<file path="src/common/os_gen_macros.svh">
`ifndef OS_GEN_MACROS_SVH
`define OS_GEN_MACROS_SVH

// link width and PIPE width
`define OSG_LANES        4
`define OSG_SYMS_PER_CLK 2   // 1, 2 or 4 for an 8, 16 or 32 bit PIPE

// ordered set lengths in symbols
`define OSG_TS_LEN    16
`define OSG_SHORT_LEN 4    // skp and eios

// 8b/10b symbol values
`define OSG_SYM_COM 8'hBC  // K28.5
`define OSG_SYM_PAD 8'hF7  // K23.7
`define OSG_SYM_SKP 8'h1C  // K28.0
`define OSG_SYM_IDL 8'h7C  // K28.3

// training set identifiers, D symbols
`define OSG_TS1_ID 8'h4A
`define OSG_TS2_ID 8'h45

`endif

</file>
<file path="src/common/os_gen_pkg.sv">
`default_nettype none

`include "os_gen_macros.svh"

package os_gen_pkg;

   typedef enum logic [1:0] {
      OS_TS1  = 2'd0,
      OS_TS2  = 2'd1,
      OS_SKP  = 2'd2,
      OS_EIOS = 2'd3
   } os_type_e;

   // content of the lane number field in a training set
   typedef enum logic [1:0] {
      LANE_PAD        = 2'd0,
      LANE_SEQUENTIAL = 2'd1,
      LANE_REVERSED   = 2'd2
   } lane_mode_e;

   typedef struct packed {
      os_type_e   os_type;
      lane_mode_e lane_mode;
      logic [7:0] link_number;  // 0 means no link number yet
      logic [2:0] rate;
      logic       loopback;
   } os_request_t;

   typedef struct packed {
      logic       k;     // control character
      logic [7:0] data;
   } os_symbol_t;

   typedef struct packed {
      os_type_e   os_type;
      lane_mode_e lane_mode;
      os_symbol_t link_sym;   // link number or pad
      logic [7:0] rate_byte;  // data rate identifier
      logic [7:0] ctrl_byte;  // training control
   } os_decoded_t;

   // byte n is symbol slot n / lanes on lane n % lanes
   typedef struct packed {
      logic [`OSG_LANES*`OSG_SYMS_PER_CLK*8-1:0] data;
      logic [`OSG_LANES*`OSG_SYMS_PER_CLK-1:0]   datak;
      logic                                      datavalid;
   } pipe_tx_t;

   typedef logic [3:0] sym_index_t;

endpackage

`default_nettype wire

</file>
<file path="src/rtl/os_request_regs.sv">
`default_nettype none
`timescale 1ns/100ps

`include "os_gen_macros.svh"

module os_request_regs (
   input  wire                     pclk,
   input  wire                     reset_n,
   input  logic                    load,
   input  os_gen_pkg::os_request_t request,
   output os_gen_pkg::os_decoded_t decoded
);
   import os_gen_pkg::*;

   os_decoded_t decoded_next;

   always_comb begin
      decoded_next.os_type   = request.os_type;
      decoded_next.lane_mode = request.lane_mode;

      if (request.link_number == 8'h00) begin
         decoded_next.link_sym = '{k: 1'b1, data: `OSG_SYM_PAD};  // link not yet assigned
      end else begin
         decoded_next.link_sym = '{k: 1'b0, data: request.link_number};
      end

      case (request.rate)
         3'd1:    decoded_next.rate_byte = 8'h02;
         3'd2:    decoded_next.rate_byte = 8'h04;
         3'd3:    decoded_next.rate_byte = 8'h08;
         3'd4:    decoded_next.rate_byte = 8'h10;
         default: decoded_next.rate_byte = 8'h20;
      endcase

      decoded_next.ctrl_byte = request.loopback ? 8'h04 : 8'h00;  // bit 2 is loopback
   end

   always_ff @(posedge pclk) begin
      if (!reset_n) begin
         decoded <= '0;
      end else if (load) begin
         decoded <= decoded_next;
      end
   end

endmodule

`default_nettype wire

</file>
<file path="src/os_gen/os_sequencer.sv">
`default_nettype none
`timescale 1ns/100ps

`include "os_gen_macros.svh"

module os_sequencer (
   input  wire                    pclk,
   input  wire                    reset_n,
   input  logic                   start,
   input  os_gen_pkg::os_type_e   os_type,
   output logic                   load,
   output logic                   active,
   output os_gen_pkg::sym_index_t index,
   output logic                   last
);
   import os_gen_pkg::*;

   // index of the first symbol of the final beat
   localparam sym_index_t TS_LAST    = sym_index_t'(`OSG_TS_LEN - `OSG_SYMS_PER_CLK);
   localparam sym_index_t SHORT_LAST = sym_index_t'(`OSG_SHORT_LEN - `OSG_SYMS_PER_CLK);
   localparam sym_index_t STEP       = sym_index_t'(`OSG_SYMS_PER_CLK);

   logic       is_ts;
   sym_index_t final_index;

   assign is_ts       = (os_type == OS_TS1) || (os_type == OS_TS2);
   assign final_index = is_ts ? TS_LAST : SHORT_LAST;
   assign last        = active && (index == final_index);

   // the final beat frees the sequencer, so back to back sets have no gap
   assign load = start && (!active || last);

   always_ff @(posedge pclk) begin
      if (!reset_n) begin
         active <= 1'b0;
         index  <= '0;
      end else if (load) begin
         active <= 1'b1;
         index  <= '0;
      end else if (active) begin
         if (last) begin
            active <= 1'b0;
            index  <= '0;
         end else begin
            index <= index + STEP;  // one beat of symbols
         end
      end
   end

endmodule

`default_nettype wire

</file>
<file path="src/os_gen/os_symbol_table.sv">
`default_nettype none
`timescale 1ns/100ps

`include "os_gen_macros.svh"

module os_symbol_table (
   input  os_gen_pkg::os_decoded_t decoded,
   input  os_gen_pkg::sym_index_t  index,
   output os_gen_pkg::os_symbol_t [`OSG_SYMS_PER_CLK-1:0][`OSG_LANES-1:0] symbols
);
   import os_gen_pkg::*;

   // lane number field of symbol 2
   function automatic os_symbol_t lane_sym(input lane_mode_e mode, input int lane);
      os_symbol_t sym;
      case (mode)
         LANE_SEQUENTIAL: sym = '{k: 1'b0, data: 8'(lane)};
         LANE_REVERSED:   sym = '{k: 1'b0, data: 8'(`OSG_LANES - 1 - lane)};
         default:         sym = '{k: 1'b1, data: `OSG_SYM_PAD};
      endcase
      return sym;
   endfunction

   function automatic os_symbol_t sym_at(input os_decoded_t dec, input sym_index_t pos,
                                         input int lane);
      os_symbol_t sym;
      logic [7:0] ts_id;
      ts_id = (dec.os_type == OS_TS2) ? `OSG_TS2_ID : `OSG_TS1_ID;
      if (dec.os_type == OS_TS1 || dec.os_type == OS_TS2) begin
         case (pos)
            4'd0:    sym = '{k: 1'b1, data: `OSG_SYM_COM};
            4'd1:    sym = dec.link_sym;
            4'd2:    sym = lane_sym(dec.lane_mode, lane);
            4'd3:    sym = '{k: 1'b0, data: 8'h00};  // n_fts
            4'd4:    sym = '{k: 1'b0, data: dec.rate_byte};
            4'd5:    sym = '{k: 1'b0, data: dec.ctrl_byte};
            default: sym = '{k: 1'b0, data: ts_id};  // symbols 6 to 15
         endcase
      end else if (pos == 4'd0) begin
         sym = '{k: 1'b1, data: `OSG_SYM_COM};
      end else if (dec.os_type == OS_SKP) begin
         sym = '{k: 1'b1, data: `OSG_SYM_SKP};
      end else begin
         sym = '{k: 1'b1, data: `OSG_SYM_IDL};  // eios
      end
      return sym;
   endfunction

   always_comb begin
      for (int s = 0; s < `OSG_SYMS_PER_CLK; s++) begin
         for (int l = 0; l < `OSG_LANES; l++) begin
            symbols[s][l] = sym_at(decoded, sym_index_t'(index + s), l);
         end
      end
   end

endmodule

`default_nettype wire

</file>
<file path="src/os_gen/os_lane_packer.sv">
`default_nettype none
`timescale 1ns/100ps

`include "os_gen_macros.svh"

module os_lane_packer (
   input  wire                  pclk,
   input  wire                  reset_n,
   input  logic                 active,
   input  logic                 last,
   input  os_gen_pkg::os_symbol_t [`OSG_SYMS_PER_CLK-1:0][`OSG_LANES-1:0] symbols,
   output os_gen_pkg::pipe_tx_t pipe_tx,
   output logic                 busy,
   output logic                 finish
);
   import os_gen_pkg::*;

   pipe_tx_t beat_next;

   always_comb begin
      beat_next = '0;  // idle beats are all zero
      if (active) begin
         beat_next.datavalid = 1'b1;
         for (int s = 0; s < `OSG_SYMS_PER_CLK; s++) begin
            for (int l = 0; l < `OSG_LANES; l++) begin
               beat_next.data[(s*`OSG_LANES + l)*8 +: 8] = symbols[s][l].data;
               beat_next.datak[s*`OSG_LANES + l]         = symbols[s][l].k;
            end
         end
      end
   end

   always_ff @(posedge pclk) begin
      if (!reset_n) begin
         pipe_tx <= '0;
         busy    <= 1'b0;
         finish  <= 1'b0;
      end else begin
         pipe_tx <= beat_next;
         busy    <= active && !last;
         finish  <= active && last;  // one pulse with the final beat
      end
   end

endmodule

`default_nettype wire

</file>
<file path="src/rtl/os_gen_top.sv">
`default_nettype none
`timescale 1ns/100ps

`include "os_gen_macros.svh"

module os_gen_top (
   input  wire                     pclk,
   input  wire                     reset_n,
   input  logic                    start,
   input  os_gen_pkg::os_request_t request,
   output os_gen_pkg::pipe_tx_t    pipe_tx,
   output logic                    busy,
   output logic                    finish
);
   import os_gen_pkg::*;

   logic        load;
   logic        active;
   logic        last;
   sym_index_t  index;
   os_decoded_t decoded;
   os_symbol_t [`OSG_SYMS_PER_CLK-1:0][`OSG_LANES-1:0] symbols;

   os_request_regs request_regs_i (
      .pclk    (pclk),
      .reset_n (reset_n),
      .load    (load),
      .request (request),
      .decoded (decoded)
   );

   os_sequencer sequencer_i (
      .pclk    (pclk),
      .reset_n (reset_n),
      .start   (start),
      .os_type (decoded.os_type),  // picks the set length
      .load    (load),
      .active  (active),
      .index   (index),
      .last    (last)
   );

   os_symbol_table symbol_table_i (
      .decoded (decoded),
      .index   (index),
      .symbols (symbols)
   );

   os_lane_packer lane_packer_i (
      .pclk    (pclk),
      .reset_n (reset_n),
      .active  (active),
      .last    (last),
      .symbols (symbols),
      .pipe_tx (pipe_tx),
      .busy    (busy),
      .finish  (finish)
   );

endmodule

`default_nettype wire

</file>
<file path="config.mk">
export PLATFORM = sky130hd
export DESIGN_NAME = os_gen_top
export DESIGN_NICKNAME = d
export VERILOG_FILES = /design/src/common/os_gen_pkg.sv /design/src/rtl/os_request_regs.sv /design/src/os_gen/os_sequencer.sv /design/src/os_gen/os_symbol_table.sv /design/src/os_gen/os_lane_packer.sv /design/src/rtl/os_gen_top.sv
export VERILOG_INCLUDE_DIRS = /design/src /design/src/common
export SDC_FILE = /design/constraint.sdc
export NUM_CORES = 1
export LEC_CHECK = 0
export ABC_AREA = 1
export BUFFER_PORTS_ARGS = -buffer_cell sky130_fd_sc_hd__buf_2
export CORE_AREA = 2 2 51 101
export DETAILED_ROUTE_END_ITERATION = 12
export DIE_AREA = 0 0 53 103
export HOLD_SLACK_MARGIN = 0.05
export PLACE_DENSITY = 0.95
export SETUP_SLACK_MARGIN = 0.05
export SYNTH_ARGS = -nofsm -noshare
export SYNTH_HDL_FRONTEND = slang
export SYNTH_SLANG_ARGS = --single-unit
</file>
<file path="constraint.sdc">
create_clock -name pclk -period 2.2 [get_ports pclk]
set_input_delay 0.66 -clock pclk [delete_from_list [all_inputs] [get_ports pclk]]
set_output_delay 0.66 -clock pclk [all_outputs]
set_load 0.01 [all_outputs]
</file>
==> reports/qor.txt, run 1 <==
Status: finished clean
Area Overhead vs Synth: 10.7%
Crit-path max FO: 25
Syn_area_per_cell: 7.53 um2
Post-route ant nets: 0
# hold bufs at CTS: 0
Crit end category: flop
Setup ws final: 0.655 ns
Worst-case clock buffer depth: 2
Worst Hold Endpoint: lane_packer_i.pipe_tx[64]
Syn_nets: 338
Clock-pin slew of the registers on the worst-case setup and hold paths: 0.08 ns
Hold Startpoint: request_regs_i.decoded[23]
Fin crit share: 70.2%
Die width: 53 um
First-pass GRT wire length: 7190 um
Yosys top cell by area: dfxtp_1
Final hold violations: 0
Post-synthesis register bit count: 48
Largest net degree at the start of global routing: 26
Iter 0 DRT Violations: 49
Vias/cell: 4.77
Final setup violation count: 0
HP Class: flop to flop
CP Class: flop to flop
Hold Path Stages: 2
Reg2reg end: request_regs_i.decoded[22]
CTS tree: yes
Final setup skew: 0.00234 ns
Starting density of the core: 50.3%
IO Port Bufs: 93
Reg-to-Reg Start: sequencer_i.index[3]
Leakage: 0.00147 uW
CTS Sinks: 48
WL/cell: 11.1 um
Maximum vdd drop: 948 uV
HPWL Detailed: 3540 um
Final Max Slew Viols: 0
Critical Path Start Type: flop
Max Cap Viol: 0
Dpl ws: 0.507 ns
CTS Root Cell: clkbuf_8
H-Tree Depth: 2
# DRC: 0
Core area: 4730 um2
WL final: 4600 um
Clk Latency, worst-skew pair: 0.30 ns
Seq/Total Area, Yosys: 40.4%
Worst relative slew slack: 66.3%
I/O pin count: 94
Layout cell share with drive strength beyond 1: 32.2%
Worst EP required: 2.40 ns
Cell variety after synth: 28
GRT overflow: 0
CTS resizes: 0
Crit path DAT: 1.74 ns
Synth Cell Area: 2380 um2
Fmax: 647 MHz
Inserted Diodes: 0
Crit-path max cell delay: 0.48 ns
Die Area: 5460 um2
Synth area leaders: dfxtp_1 (40%), buf_4 (16%), nand2_1 (9.8%)
Setup_tns: 0 ns
Nets: 378
Post-synthesis cell count: 316
Postcts setup bufs: 0
Crit path time final: 1.54 ns
GRT Overall Usage: 17.3%
Row cnt: 36
FF-to-FF path depth: 7
CTS Buf Count: 5
Die Y-Extent: 103 um
Setup slack, reg-to-reg: 0.66 ns
Initial antenna violation count: 0
RD Place Congestion: 0.975
Number of warnings issued by yosys: 0
RSZ-0062 raised after global routing: no
Via Count: 1973
Cell chain of the critical path: nand2_1 -> nand2_2 -> nand3_2 -> nand2_4 -> nand2_4 -> nor2_1 -> nor2_1
Synth top area share: 40.4%
Worst Max-Slew Pin Slew: 0.501 ns
Vias in the first global route: 1723
PwrDens: 822 nW/um2
DRT Pass-1 Iters: 4
CP max stage cell: dfxtp_1
-- flip-flops by register name (all words and copies together) (netlist names) --
signal,cells
lane_packer_i.busy,1
lane_packer_i.pipe_tx,23
sequencer_i.index,3
lane_packer_i.finish,1
sequencer_i.active,1
request_regs_i.decoded,19
-- critical path: cells and delay by family (launching register included) --
family        cells  cell delay [ns]
flops             1             0.48
simple gates      7             0.95
-- area by class of cell --
| class | count | area (um2) |
|---|---|---|
| Fill cell | 463 | 2100 |
| Sequential cell | 48 | 961 |
| Multi-Input combinational cell | 178 | 855 |
| Timing Repair Buffer | 95 | 480 |
| Inverter | 28 | 108 |
| Clock inverter | 3 | 90.1 |
| Tap cell | 57 | 71.3 |
| Clock buffer | 5 | 68.8 |
-- cell usage after synthesis --
cell,count
a21oi_1,21
a31oi_1,5
buf_1,1
buf_2,4
buf_4,52
buf_6,3
clkbuf_1,2
dfxtp_1,48
ha_1,3
inv_1,26
inv_2,1
inv_4,1
nand2_1,62
nand2_2,2
nand2_4,2
nand3_1,14
nand3_2,1
nand3b_1,6
nor2_1,41
nor3_1,7
o21ai_0,5
o21ai_2,1
o21bai_1,1
o31ai_2,1
o32ai_1,1
or2_2,3
xnor2_1,1
xor2_1,1
-- power breakdown --
| group | internal (uW) | total (uW) | switching, uW |
|---|---|---|---|
| logic | 134 | 347 | 213 |
| clock network | 568 | 846 | 278 |
| registers | 927 | 973 | 45.6 |
-- metal layers --
metal	wire [um]	vias up	share of wire (%)	global-route usage [%]
met3	343	9	7.5	2.75
li1	-	1015	-	-
met1	1800	846	39	17.6
met5	0	-	0	0
met4	92	0	2.0	7.89
met2	2360	103	51	33.0
-- cell usage in the layout, fill, tap and decap left out, types with 2 or more instances in the layout --
cell type,netlist,layout
nor3_1,7,7
or2_2,3,3
clkbuf_8,0,5
nand2_1,62,62
buf_2,4,93
nand3b_1,6,6
nor2_1,41,41
buf_4,52,2
a21oi_1,21,21
bufinv_16,0,3
ha_1,3,3
nand2_4,2,2
nand2_2,2,2
inv_1,26,26
nand3_1,14,14
dfxtp_1,48,48
o21ai_0,5,5
a31oi_1,5,5
-- worst max-delay path by stage --
stage                    startpoint  cells after the start                         end
2_1_floorplan                 start                      5  request_regs_i.decoded[13]
4_1_cts        sequencer_i.index[3]                      7        sequencer_i.index[3]
5_1_grt        sequencer_i.index[3]                      8  request_regs_i.decoded[20]
6_report       sequencer_i.index[3]                      7  request_regs_i.decoded[22]
3_5_place_dp                reset_n                      5   lane_packer_i.pipe_tx[39]
3_3_place_gp                reset_n                      5   lane_packer_i.pipe_tx[39]
-- through the flow --
| step | hold WS, ns | instances | instance area [um2] | total power, uW | util, % |
|---|---|---|---|---|---|
| 4_1_cts | 0.456 | 414 | 2630 | 2180 | 55.7 |
| 3_5_place_dp | 0.441 | 406 | 2470 | 1340 | 52.3 |
| 3_3_place_gp | 0.446 | 406 | 2470 | 1330 | 52.3 |
| 5_1_grt | 0.484 | 414 | 2630 | 2260 | 55.7 |
| 6_report | 0.453 | 414 | 2630 | 2170 | 55.7 |
| 2_1_floorplan | 0.424 | 316 | 2380 | 1290 | - |
-- logic make-up (layout without fill, tap and decap cells) --
kind of cell | count (synthesis) | after routing | synth area share [%]
simple gates | 138 | 138 | 25.2
buf+inv | 90 | 131 | 23.7
flops | 48 | 48 | 40.4
compound gates | 35 | 35 | 8.36
fa+ha+maj | 3 | 3 | 1.58
xor+xnor | 2 | 2 | 0.737
Note: power is estimated with default switching activity, not from simulation.
==> run 2: changes to the inputs <==
Settings changed: ABC_AREA 1 to 0, CORE_AREA 2 2 51 101 to 2 2 52 103, DIE_AREA 0 0 53 103 to 0 0 54 105, PLACE_DENSITY 0.95 to 0.89.
Clock period 2.2 ns to 1.6 ns, I/O delays scaled along.
==> reports/qor.txt, run 2 <==
Die width: 54 um
First-pass GRT wire length: 7110 um
Die Y-Extent: 105 um
IO Port Bufs: 93
Finished Core Util: 51.8%
RD Place Congestion: 0.941
Cell chain of the critical path: and4bb_4 -> o31ai_4 -> buf_12 -> nand3_1 -> o41ai_1
CP Class: flop to flop
RSZ-0062 raised after global routing: no
Final setup skew: 0.00269 ns
Yosys top cell by area: dfxtp_1
Seq/Total Area, Yosys: 42.5%
Final Max Slew Viols: 0
H-Tree Depth: 2
Maximum vdd drop: 629 uV
CP Buf/Inv Count: 1
Crit end category: flop
Worst Max-Slew Pin Slew: 0.364 ns
Clock-pin slew of the registers on the worst-case setup and hold paths: 0.08 ns
Crit-path max cell delay: 0.40 ns
Most frequent cell after synthesis: buf_4
WL/cell: 12.5 um
GRT Overall Usage: 16.6%
Synth top area share: 42.5%
Biggest register: lane_packer_i.pipe_tx
Ys flop type: dfxtp_1
Placed Area: 2440 um2
Final setup violation count: 0
Placed cells: 358
Synth area leaders: dfxtp_1 (42%), buf_4 (17%), nand3_1 (5.5%)
Inserted Diodes: 0
Largest net degree at the start of global routing: 42
Status: finished clean
GRT overflow: 0
Starting density of the core: 46.5%
WL final: 4560 um
Crit path DAT: 1.62 ns
Nets: 330
Max reg flops: 23
Initial antenna violation count: 0
Hold Path Stages: 2
Power Total: 2260 uW
Iter 0 DRT Violations: 30
Post-synthesis cell count: 264
Cell family with most CP delay: flip-flops
Crit-path max FO: 39
Syn_nets: 286
Fin crit share: 88.6%
Top Registers: lane_packer_i.pipe_tx (23), request_regs_i.decoded (19), sequencer_i.index (3)
EDFF count, synth: 0
Worst-case clock buffer depth: 2
Leakage: 0.00123 uW
Vias/cell: 5.02
Clk Latency, worst-skew pair: 0.30 ns
Worst EP required: 1.80 ns
Commonest non-fill, non-tap cells in the layout: buf_2 (93), dfxtp_1 (48), nand3_1 (25), nor2_1 (17), o21ai_0 (17)
CP max stage cell: dfxtp_1
Commonest non-fill, non-tap cell in the layout: buf_2
CTS Sinks: 48
CTS tree: yes
Vias in the first global route: 1621
I/O pin count: 94
Number of warnings issued by yosys: 0
Post-synthesis register bit count: 48
Final hold violations: 0
CTS Root Cell: clkbuf_8
Final cell count without fillers: 365
Critical Path Start Type: flop
# DRC: 0
Synth top cells by count: buf_4 (51), dfxtp_1 (48), nand3_1 (25), nor2_1 (17), o21ai_0 (17)
Synth Cell Area: 2260 um2
Core area: 4860 um2
CTS Buf Count: 5
Crit path time final: 1.42 ns
Cell variety after synth: 40
Syn_area_per_cell: 8.57 um2
Die Area: 5670 um2
Post-route design area: 2520 um2
Area Overhead vs Synth: 11.4%
HP Class: input pin to flop
Via Count: 1832
FF-to-FF path depth: 5
Max Cap Viol: 0
Layout cell share with drive strength beyond 1: 37.3%
Async S/R FF share, synth: 0%
Crit path depth: 5
HPWL Detailed: 3570 um
Fmax: 705 MHz
DRT Pass-1 Iters: 4
Row cnt: 36
Post-route ant nets: 0
PwrDens: 898 nW/um2
Worst relative slew slack: 75.6%
run 2: changes by cell type after synthesis, moves of 4 or more:
cell	previous run	this run
o21ai_1	0	9
nor2_1	41	17
clkbuf_1	2	8
nand3b_1	6	2
a21oi_1	21	15
a31oi_1	5	1
o21ai_0	5	17
nand2_1	62	13
nand3_1	14	25
nand2b_1	0	4
inv_1	26	6
run 2: path summary, 6_finish.rpt:
check / from / end / slack [ns]
max: sequencer_i.index[2] / request_regs_i.decoded[11] / 0.18
min: request[2] / request_regs_i.decoded[9] / 0.39
max reg2reg: sequencer_i.index[2] / request_regs_i.decoded[11] / 0.18
min reg2reg: request_regs_i.decoded[23] / lane_packer_i.pipe_tx[64] / 0.47
run 2: layer usage:
metal  vias to the layer above  GRT usage, %  part of all wire [%]
met5                         -             0                     0
met4                         0          9.29                   2.8
met3                         8          2.14                   5.5
met2                        61          30.8                    56
met1                       825          16.0                    36
li1                        938             -                     -
run 2: layout make-up:
cell class	count	area, um2
repair buffers	102	558
clock buffers	6	72.6
inverters	8	30.0
multi-input cells	143	823
clock inverters	1	5.00
flip-flops and latches	48	961
fillers	483	2340
well taps	57	71.3
run 2: cell families (layout without fill, tap and decap cells):
family / count (synthesis) / after routing / share of synthesized area (%)
compound gates: 57 / 57 / 15.4
xor+xnor: 2 / 2 / 0.774
fa+ha+maj: 3 / 3 / 1.66
buf+inv: 73 / 117 / 21.2
flops: 48 / 48 / 42.5
mux: 2 / 2 / 0.940
simple gates: 79 / 79 / 17.5
run 2: through the flow:
| step | hold slack (ns) | setup WS (ns) | setup TNS (ns) |
|---|---|---|---|
| floorplan | 0.416 | 0.112 | 0 |
| CTS | 0.394 | 0.171 | 0 |
| detailed placement | 0.451 | -0.0893 | -0.523 |
| global placement | 0.449 | -0.0383 | -0.225 |
| finish | 0.395 | 0.182 | 0 |
| global route | 0.396 | 0.0541 | 0 |
run 2: what timing repair did:
action | in CTS | in global routing
resized for setup | 0 | 1
setup endpoints to repair | 0 | 1
hold buffers | 0 | 0
setup buffers | 0 | 0
endpoints found under the hold margin | 0 | 0
run 2: worst reg2reg max path, delay by kind of cell (launching register included):
kind            cells  cell delay [ns]
flops               1             0.40
simple gates        2             0.39
compound gates      2             0.32
buf+inv             1             0.22
run 2: power by group:
group	internal (uW)	leakage (uW)	switching [uW]
logic	138	0.000801	187
registers	1240	0.000391	34.3
clock network	297	0.0000410	364
total	1680	0.00123	586
